### src/verilog/cnu_pkg.sv
// Check node unit shared definitions
package cnu_pkg;

	////////////////////////////////////////////////////////////////////////
	// Message widths
	////////////////////////////////////////////////////////////////////////
	localparam int QUAN_SIZE = 4;
	localparam int MAG_SIZE = 3;
	localparam int EXT_MSG_PARALLELISM = 2;
	localparam int MAX_ROW_SPLIT = 16;
	localparam int POS_SIZE = 5;
	localparam int BEAT_IDX_SIZE = 4;

	// Sign-magnitude helpers
	localparam int SIGN_BIT = QUAN_SIZE - 1;
	localparam logic [MAG_SIZE-1:0] MAG_MAX = {MAG_SIZE{1'b1}};

	// Message position within a row
	typedef logic [POS_SIZE-1:0] pos_t;

	////////////////////////////////////////////////////////////////////////
	// Beat and summary structs
	////////////////////////////////////////////////////////////////////////
	// Lane 0 sits in the low nibble
	typedef struct packed {
		logic [QUAN_SIZE-1:0] msg_1;
		logic [QUAN_SIZE-1:0] msg_0;
	} v2c_beat_t;

	typedef struct packed {
		logic sign;
		logic [MAG_SIZE-1:0] mag;
	} sm_msg_t;

	typedef struct packed {
		sm_msg_t msg_1;
		sm_msg_t msg_0;
	} c2v_beat_t;

	// First and second minimum with position of the first
	typedef struct packed {
		logic [MAG_SIZE-1:0] min_0;
		logic [MAG_SIZE-1:0] min_1;
		pos_t min_pos;
	} row_summary_t;

endpackage
### src/verilog/cnu_top.sv
// Row-split min-sum check node unit
`timescale 1ns/10ps

module cnu_top #(
	parameter int ROW_SPLIT_FACTOR = 5
) (
	input logic sys_clk,
	input logic rstn,
	input logic in_valid,
	input cnu_pkg::v2c_beat_t in_beat,
	output logic out_valid,
	output cnu_pkg::c2v_beat_t out_beat
);
	import cnu_pkg::*;

	logic first_beat;
	logic row_end;
	logic [BEAT_IDX_SIZE-1:0] in_idx;
	logic [BEAT_IDX_SIZE-1:0] out_idx;
	row_summary_t summary;
	logic [ROW_SPLIT_FACTOR*EXT_MSG_PARALLELISM-1:0] signs;
	logic parity;

	//////////////////////////////////////////////////////////////////////
	// Control
	//////////////////////////////////////////////////////////////////////
	cnu_ctrl #(
		.ROW_SPLIT_FACTOR (ROW_SPLIT_FACTOR)
	) cnu_ctrl_inst (
		.sys_clk    (sys_clk),
		.rstn       (rstn),
		.in_valid   (in_valid),
		.first_beat (first_beat),
		.row_end    (row_end),
		.in_idx     (in_idx),
		.out_valid  (out_valid),
		.out_idx    (out_idx)
	);

	//////////////////////////////////////////////////////////////////////
	// Datapath
	//////////////////////////////////////////////////////////////////////
	cnu_min_track #(
		.ROW_SPLIT_FACTOR (ROW_SPLIT_FACTOR)
	) cnu_min_track_inst (
		.sys_clk    (sys_clk),
		.rstn       (rstn),
		.in_valid   (in_valid),
		.first_beat (first_beat),
		.row_end    (row_end),
		.in_idx     (in_idx),
		.in_beat    (in_beat),
		.summary    (summary)
	);

	cnu_sign_track #(
		.ROW_SPLIT_FACTOR (ROW_SPLIT_FACTOR)
	) cnu_sign_track_inst (
		.sys_clk    (sys_clk),
		.rstn       (rstn),
		.in_valid   (in_valid),
		.first_beat (first_beat),
		.row_end    (row_end),
		.in_idx     (in_idx),
		.in_beat    (in_beat),
		.signs      (signs),
		.parity     (parity)
	);

	// Reads the snapshot of the previous row during its burst
	cnu_msg_gen #(
		.ROW_SPLIT_FACTOR (ROW_SPLIT_FACTOR)
	) cnu_msg_gen_inst (
		.summary  (summary),
		.signs    (signs),
		.parity   (parity),
		.out_idx  (out_idx),
		.out_beat (out_beat)
	);

endmodule

### src/verilog/cnu_msg_gen.sv
// Check-to-variable message builder
`timescale 1ns/10ps

module cnu_msg_gen #(
	parameter int ROW_SPLIT_FACTOR = 5
) (
	input cnu_pkg::row_summary_t summary,
	input logic [ROW_SPLIT_FACTOR*cnu_pkg::EXT_MSG_PARALLELISM-1:0] signs,
	input logic parity,
	input logic [cnu_pkg::BEAT_IDX_SIZE-1:0] out_idx,
	output cnu_pkg::c2v_beat_t out_beat
);
	import cnu_pkg::*;

	logic [EXT_MSG_PARALLELISM-1:0] beat_signs;
	pos_t pos_0;
	pos_t pos_1;

	// The minimum position itself gets the second minimum
	function automatic sm_msg_t build_msg(row_summary_t s, pos_t pos, logic sgn);
		sm_msg_t m;
		m.sign = sgn;
		m.mag = (pos == s.min_pos) ? s.min_1 : s.min_0;
		return m;
	endfunction

	//////////////////////////////////////////////////////////////////////
	// Sign pair of the current output beat
	//////////////////////////////////////////////////////////////////////
	always_comb begin
		beat_signs = '0;
		for (int b = 0; b < ROW_SPLIT_FACTOR; b++) begin
			if (out_idx == BEAT_IDX_SIZE'(b))
				beat_signs = signs[b*EXT_MSG_PARALLELISM +: EXT_MSG_PARALLELISM];
		end
	end

	assign pos_0 = {out_idx, 1'b0};
	assign pos_1 = {out_idx, 1'b1};

	// Own sign xor row parity leaves the product of the other signs
	assign out_beat.msg_0 = build_msg(summary, pos_0, beat_signs[0] ^ parity);
	assign out_beat.msg_1 = build_msg(summary, pos_1, beat_signs[1] ^ parity);

endmodule

### src/verilog/cnu_sign_track.sv
// Sign record and parity tracker
`timescale 1ns/10ps

module cnu_sign_track #(
	parameter int ROW_SPLIT_FACTOR = 5
) (
	input logic sys_clk,
	input logic rstn,
	input logic in_valid,
	input logic first_beat,
	input logic row_end,
	input logic [cnu_pkg::BEAT_IDX_SIZE-1:0] in_idx,
	input cnu_pkg::v2c_beat_t in_beat,
	output logic [ROW_SPLIT_FACTOR*cnu_pkg::EXT_MSG_PARALLELISM-1:0] signs,
	output logic parity
);
	import cnu_pkg::*;

	localparam int REC_W = ROW_SPLIT_FACTOR * EXT_MSG_PARALLELISM;

	logic [EXT_MSG_PARALLELISM-1:0] beat_signs;
	logic [REC_W-1:0] sign_rec;
	logic [REC_W-1:0] sign_next;
	logic par_run;
	logic par_next;

	assign beat_signs = {in_beat.msg_1[SIGN_BIT], in_beat.msg_0[SIGN_BIT]};
	assign par_next = first_beat ? ^beat_signs : (par_run ^ (^beat_signs));

	// Drop the new pair into its beat slot
	always_comb begin
		sign_next = sign_rec;
		for (int b = 0; b < ROW_SPLIT_FACTOR; b++) begin
			if (in_idx == BEAT_IDX_SIZE'(b))
				sign_next[b*EXT_MSG_PARALLELISM +: EXT_MSG_PARALLELISM] = beat_signs;
		end
	end

	// Sign record of the row in progress
	always_ff @(posedge sys_clk) begin
		if (!rstn)
			sign_rec <= '0;
		else if (in_valid)
			sign_rec <= sign_next;
	end

	always_ff @(posedge sys_clk) begin
		if (!rstn)
			par_run <= 1'b0;
		else if (in_valid)
			par_run <= par_next;
	end

	//////////////////////////////////////////////////////////////////////
	// Holding registers for the output burst
	//////////////////////////////////////////////////////////////////////
	always_ff @(posedge sys_clk) begin
		if (!rstn) begin
			signs <= '0;
			parity <= 1'b0;
		end else if (row_end) begin
			signs <= sign_next;
			parity <= par_next;
		end
	end

endmodule

### src/verilog/cnu_min_track.sv
// Running minimum tracker
`timescale 1ns/10ps

module cnu_min_track #(
	parameter int ROW_SPLIT_FACTOR = 5
) (
	input logic sys_clk,
	input logic rstn,
	input logic in_valid,
	input logic first_beat,
	input logic row_end,
	input logic [cnu_pkg::BEAT_IDX_SIZE-1:0] in_idx,
	input cnu_pkg::v2c_beat_t in_beat,
	output cnu_pkg::row_summary_t summary
);
	import cnu_pkg::*;

	localparam int CN_DEGREE = ROW_SPLIT_FACTOR * EXT_MSG_PARALLELISM;

	logic [MAG_SIZE-1:0] mag_0;
	logic [MAG_SIZE-1:0] mag_1;
	pos_t pos_0;
	pos_t pos_1;
	row_summary_t seed;
	row_summary_t base;
	row_summary_t next_sum;
	row_summary_t run_sum;

	// Sign bit set keeps the low bits, clear inverts them
	function automatic logic [MAG_SIZE-1:0] to_mag(logic [QUAN_SIZE-1:0] msg);
		return msg[SIGN_BIT] ? msg[MAG_SIZE-1:0] : ~msg[MAG_SIZE-1:0];
	endfunction

	// Strict compares, so ties keep the earlier position
	function automatic row_summary_t insert_mag(row_summary_t s, logic [MAG_SIZE-1:0] mag,
			pos_t pos);
		row_summary_t r;
		r = s;
		if (mag < s.min_0) begin
			r.min_0 = mag;
			r.min_1 = s.min_0;
			r.min_pos = pos;
		end else if (mag < s.min_1) begin
			r.min_1 = mag;
		end
		return r;
	endfunction

	//////////////////////////////////////////////////////////////////////
	// Conversion and compare-select
	//////////////////////////////////////////////////////////////////////
	assign mag_0 = to_mag(in_beat.msg_0);
	assign mag_1 = to_mag(in_beat.msg_1);
	assign pos_0 = {in_idx, 1'b0};
	assign pos_1 = {in_idx, 1'b1};

	always_comb begin
		seed = '{min_0: mag_0, min_1: MAG_MAX, min_pos: pos_0};
		// First beat ignores the feedback entirely
		if (first_beat)
			base = seed;
		else
			base = insert_mag(run_sum, mag_0, pos_0);
		next_sum = insert_mag(base, mag_1, pos_1);
	end

	//////////////////////////////////////////////////////////////////////
	// Running and holding registers
	//////////////////////////////////////////////////////////////////////
	always_ff @(posedge sys_clk) begin
		if (!rstn)
			run_sum <= '0;
		else if (in_valid)
			run_sum <= next_sum;
	end

	// Includes the beat that closes the row
	always_ff @(posedge sys_clk) begin
		if (!rstn)
			summary <= '0;
		else if (row_end)
			summary <= next_sum;
	end

	a_min_order: assert property (@(posedge sys_clk) disable iff (!rstn)
		run_sum.min_0 <= run_sum.min_1);

	a_min_pos_range: assert property (@(posedge sys_clk) disable iff (!rstn)
		summary.min_pos < CN_DEGREE);

endmodule

### src/verilog/cnu_ctrl.sv
// Check node beat control
`timescale 1ns/10ps

module cnu_ctrl #(
	parameter int ROW_SPLIT_FACTOR = 5
) (
	input logic sys_clk,
	input logic rstn,
	input logic in_valid,
	output logic first_beat,
	output logic row_end,
	output logic [cnu_pkg::BEAT_IDX_SIZE-1:0] in_idx,
	output logic out_valid,
	output logic [cnu_pkg::BEAT_IDX_SIZE-1:0] out_idx
);
	import cnu_pkg::*;

	localparam logic [BEAT_IDX_SIZE-1:0] LAST_IDX = BEAT_IDX_SIZE'(ROW_SPLIT_FACTOR - 1);

	if (ROW_SPLIT_FACTOR < 1 || ROW_SPLIT_FACTOR > MAX_ROW_SPLIT) begin : g_split_check
		$error("ROW_SPLIT_FACTOR outside 1..%0d", MAX_ROW_SPLIT);
	end

	logic [BEAT_IDX_SIZE-1:0] beat_cnt;

	//////////////////////////////////////////////////////////////////////
	// Input side
	//////////////////////////////////////////////////////////////////////
	assign in_idx = beat_cnt;
	assign first_beat = in_valid && (beat_cnt == '0);
	assign row_end = in_valid && (beat_cnt == LAST_IDX);

	always_ff @(posedge sys_clk) begin
		if (!rstn) begin
			beat_cnt <= '0;
		end else if (in_valid) begin
			if (beat_cnt == LAST_IDX)
				beat_cnt <= '0;
			else
				beat_cnt <= beat_cnt + 1'b1;
		end
	end

	//////////////////////////////////////////////////////////////////////
	// Output burst sequencer
	//////////////////////////////////////////////////////////////////////
	// A new row end may coincide with the last beat of the running burst
	always_ff @(posedge sys_clk) begin
		if (!rstn) begin
			out_valid <= 1'b0;
			out_idx <= '0;
		end else if (row_end) begin
			out_valid <= 1'b1;
			out_idx <= '0;
		end else if (out_valid) begin
			if (out_idx == LAST_IDX) begin
				out_valid <= 1'b0;
				out_idx <= '0;
			end else begin
				out_idx <= out_idx + 1'b1;
			end
		end
	end

	// Burst index stays inside the row
	a_out_idx_range: assert property (@(posedge sys_clk) disable iff (!rstn)
		out_valid |-> (out_idx < ROW_SPLIT_FACTOR));

	// Snapshot must not overwrite the holding registers mid-burst
	a_no_early_row_end: assert property (@(posedge sys_clk) disable iff (!rstn)
		row_end |-> (!out_valid || out_idx == LAST_IDX));

endmodule

### config.mk
export PLATFORM = sky130hd
export DESIGN_NAME = cnu_top
export DESIGN_NICKNAME = d
export VERILOG_FILES = /design/src/verilog/cnu_pkg.sv /design/src/verilog/cnu_top.sv /design/src/verilog/cnu_msg_gen.sv /design/src/verilog/cnu_sign_track.sv /design/src/verilog/cnu_min_track.sv /design/src/verilog/cnu_ctrl.sv
export SDC_FILE = /design/constraint.sdc
export NUM_CORES = 1
export LEC_CHECK = 0
export BUFFER_PORTS_ARGS = -buffer_cell sky130_fd_sc_hd__buf_2
export CAP_MARGIN = 20
export CORE_MARGIN = 8
export CORE_UTILIZATION = 27
export DETAILED_ROUTE_END_ITERATION = 8
export GPL_TIMING_DRIVEN = 0
export HOLD_SLACK_MARGIN = 0.06
export SYNTH_ARGS = -nofsm -noshare
export SYNTH_HDL_FRONTEND = slang
export SYNTH_SLANG_ARGS = --single-unit
### constraint.sdc
create_clock -name sys_clk -period 4.43 [get_ports sys_clk]
set_input_delay 1.1075 -clock sys_clk [delete_from_list [all_inputs] [get_ports sys_clk]]
set_output_delay 1.1075 -clock sys_clk [all_outputs]
set_load 0.005 [all_outputs]
==> results.cfg <==
[clock_tree]
cts_setup_buffers = 0
clock_latency_ns = 0.30
cts.sinks = 51
cts-root-buf = clkbuf_8
cts_htree_levels = 2
clock_path_buffers = 2
cts_tree = built
clkTransAtPathRegs_ns = 0.09
cts_buffers = 5

[run_status]
status = complete, no violations

[final_layout]
drive_gt1_share_pct = 11.3
diodes = 0
multi_input_area_sq_um = 1780
nFillCells = 1141
area_growth_pct = 13.1
fin_nets = 416
ff_latch_area_sq_um = 1020

[timing]
holdWs_ns = 0.459
setup_violations = 0
rsz0062_at_grt = no
post-route-min-period_ns = 4.17
period_share_pct = 94.1
max_freq_ghz = 0.240
tightestPinTransition_ns = 0.572
finalHoldViolations = 0
relSlewSlack_pct = 61.9
tns_ns = 0
skew_ns = 0.0102
drv_slew = 0

[die]
coreArea_sq_um = 10700
die_w_microns = 120
die_area_sq_um = 14400
ios = 20
die_y_microns = 120
row_count = 38
start_util_pct = 27.4

[yosys]
yosysSeqAreaShare_pct = 34.9
syn-cell-area_sq_um = 2930
syn_avg_cell_area_sq_um = 7.98
syn-num-nets = 392
synth-edff-count = 0
synthTopCellsByCount = nor2_1, dfxtp_1, nand2_1
synth_area_leader_cell = dfxtp_1
synth_warnings = 0
synthFlopType = dfxtp_1
synth.most_common_cell = nor2_1
synth-seq-cells = 51
synth_area_leaders = dfxtp_1, nor2_1, ha_1, mux2i_1, nand2_1
synth_top_area_share_pct = 34.9
synth-async-reset-ratio_pct = 0
syn_inst = 367
yosysUniqueCellTypes = 51

[power]
power_frac_seq_pct = 44.2
switching_share_pct = 31.7
leakagePower_nw = 1.26
p_per_area_nw_per_um2 = 337
comb_power_share_pct = 27.6
clockPowerShare_pct = 28.2
power.switching_mw = 0.353
total_power_mw = 1.11
p_int_mw = 0.762
peakVddDrop_mv = 0.185

[global_route]
grt_pass1_wl_mm = 12.3
antenna_found_initial = 1
grt_pass1_vias = 2432
grt_max_degree = 15
track_usage_pct = 10.3
grt-ovfl-total = 0

[routing]
drtIter0Drc = 139
wl_mm = 7.26
ant_nets = 0
vias_per_cell = 4.93
vias = 2618
wl_per_cell_microns = 13.7
drc = 0
drt_pass1_iterations = 4

[hold_path]
hold_depth = 2
worst_hold_path_type = reg -> reg

[run]
maxCapViolations = 0

[placed_design]
portBuffers = 17
globalplace.congestion = 0.876
dp_hpwl_mm = 5.51

[critical_path]
critPathCaptureType = flip-flop
worst_ep_required_time_ns = 4.60
cp-start-kind = primary input
cp.arrival_ns = 4.34
critical_path.max_fanout = 10
worst_r2r_path_depth = 12
crit_type = in -> reg
-- power groups by stage --
stage	logic, mW	registers [mW]	clock network (mW)
after floorplan	0.229	0.498	0
after global placement	0.290	0.502	0
after detailed placement	0.295	0.503	0
after CTS	0.300	0.492	0.325
after global routing	0.343	0.495	0.348
final	0.308	0.493	0.314
-- area by class of cell --
class | count | area share, %
clock inverter | 1 | 0.907
multi-input combinational | 280 | 53.7
sequential | 51 | 30.8
timing repair buffer | 17 | 2.57
clock buffer | 6 | 2.19
inverter | 14 | 1.59
tap | 140 | 5.29
buffer | 22 | 2.95
-- critical path, stage by stage --
cell and delay (ns):
buf_2 0.16, xnor2_1 0.20, ha_1 0.31, or3b_2 0.55, o22ai_4 0.23, nor2_1 0.10
a211oi_2 0.26, ha_1 0.29, a21o_1 0.24, nor2_1 0.16, o41ai_1 0.10, o21ai_0 0.23
mux2i_1 0.29, a31oi_1 0.11
-- registers in the layout (all words and copies together) (netlist names) --
signal and flops:
cnu_min_track_inst.run_sum 11, cnu_sign_track_inst.signs 10, cnu_ctrl_inst.out_valid 1, cnu_sign_track_inst.sign_rec 8
cnu_sign_track_inst.parity 1, cnu_ctrl_inst.out_idx 4, cnu_ctrl_inst.in_idx 4, cnu_min_track_inst.summary 11
cnu_sign_track_inst.par_run 1
-- cell families (layout without fill, tap and decap cells) --
| kind of cell | Yosys count | count (layout) | synth area share (%) |
|---|---|---|---|
| AND/OR/NAND/NOR | 133 | 133 | 20.4 |
| multiplexers | 22 | 22 | 7.78 |
| adder cells (fa/ha/maj) | 14 | 14 | 5.98 |
| AO/OA/AOI/OAI | 94 | 94 | 20.8 |
| flip-flops | 51 | 51 | 34.9 |
| XOR/XNOR | 17 | 17 | 5.09 |
| buffers and inverters | 36 | 60 | 5.09 |
-- through the flow --
| stage | area [sq um] | instances | utilization, % | setup WS, ns |
|---|---|---|---|---|
| 2_1_floorplan | 2930 | 367 | - | 0.199 |
| 3_3_place_gp | 3190 | 524 | 29.8 | -0.341 |
| 3_5_place_dp | 3190 | 524 | 29.8 | -0.422 |
| 4_1_cts | 3300 | 531 | 30.8 | 0.0877 |
| 5_1_grt | 3310 | 531 | 30.9 | 0.0212 |
| 6_report | 3310 | 531 | 30.9 | 0.261 |
-- layout by cell type (no fill, tap or decap), types with 3 or more instances in the layout --
cell | synthesis | layout
nor2_1 | 57 | 57
dfxtp_1 | 51 | 51
nand2_1 | 39 | 39
a21oi_1 | 28 | 28
buf_2 | 5 | 22
o21ai_0 | 19 | 19
mux2i_1 | 16 | 16
ha_1 | 14 | 14
inv_1 | 13 | 13
clkbuf_1 | 12 | 12
xnor2_1 | 11 | 11
a211oi_1 | 11 | 10
nand3_1 | 8 | 8
a311oi_1 | 7 | 7
mux2_2 | 6 | 6
xor2_1 | 6 | 6
clkbuf_8 | 0 | 5
buf_1 | 4 | 4
a21o_1 | 4 | 4
nor3_1 | 4 | 4
nor2b_1 | 4 | 4
nand4_1 | 3 | 3
nand2b_1 | 3 | 3
and3_1 | 3 | 3
a221oi_1 | 3 | 3
a31oi_1 | 3 | 3
a32oi_1 | 3 | 3
-- what timing repair did --
action                                  CTS  global route
endpoints found under the setup margin    2             2
gates resized for setup                   1             4
hold buffers                              0             0
-- routing by layer --
metal / global-route usage [%] / part of all wire, % / wire [microns]
met1: 13.8 / 48 / 3480
met2: 16.0 / 45 / 3260
met3: 2.49 / 5.7 / 417
met4: 3.36 / 1.3 / 91
met5: 0 / 0.17 / 12
-- final timing paths --
path / from / end / slack, ns
worst max register to register: cnu_ctrl_inst.in_idx[0] / cnu_min_track_inst.summary[3] / 0.93
worst min register to register: cnu_sign_track_inst.signs[8] / cnu_sign_track_inst.signs[8] / 0.46
worst max-delay path: in_beat[3] / cnu_min_track_inst.run_sum[6] / 0.26
worst min-delay path: cnu_sign_track_inst.signs[8] / cnu_sign_track_inst.signs[8] / 0.46
(Power assumes the default switching activity.)
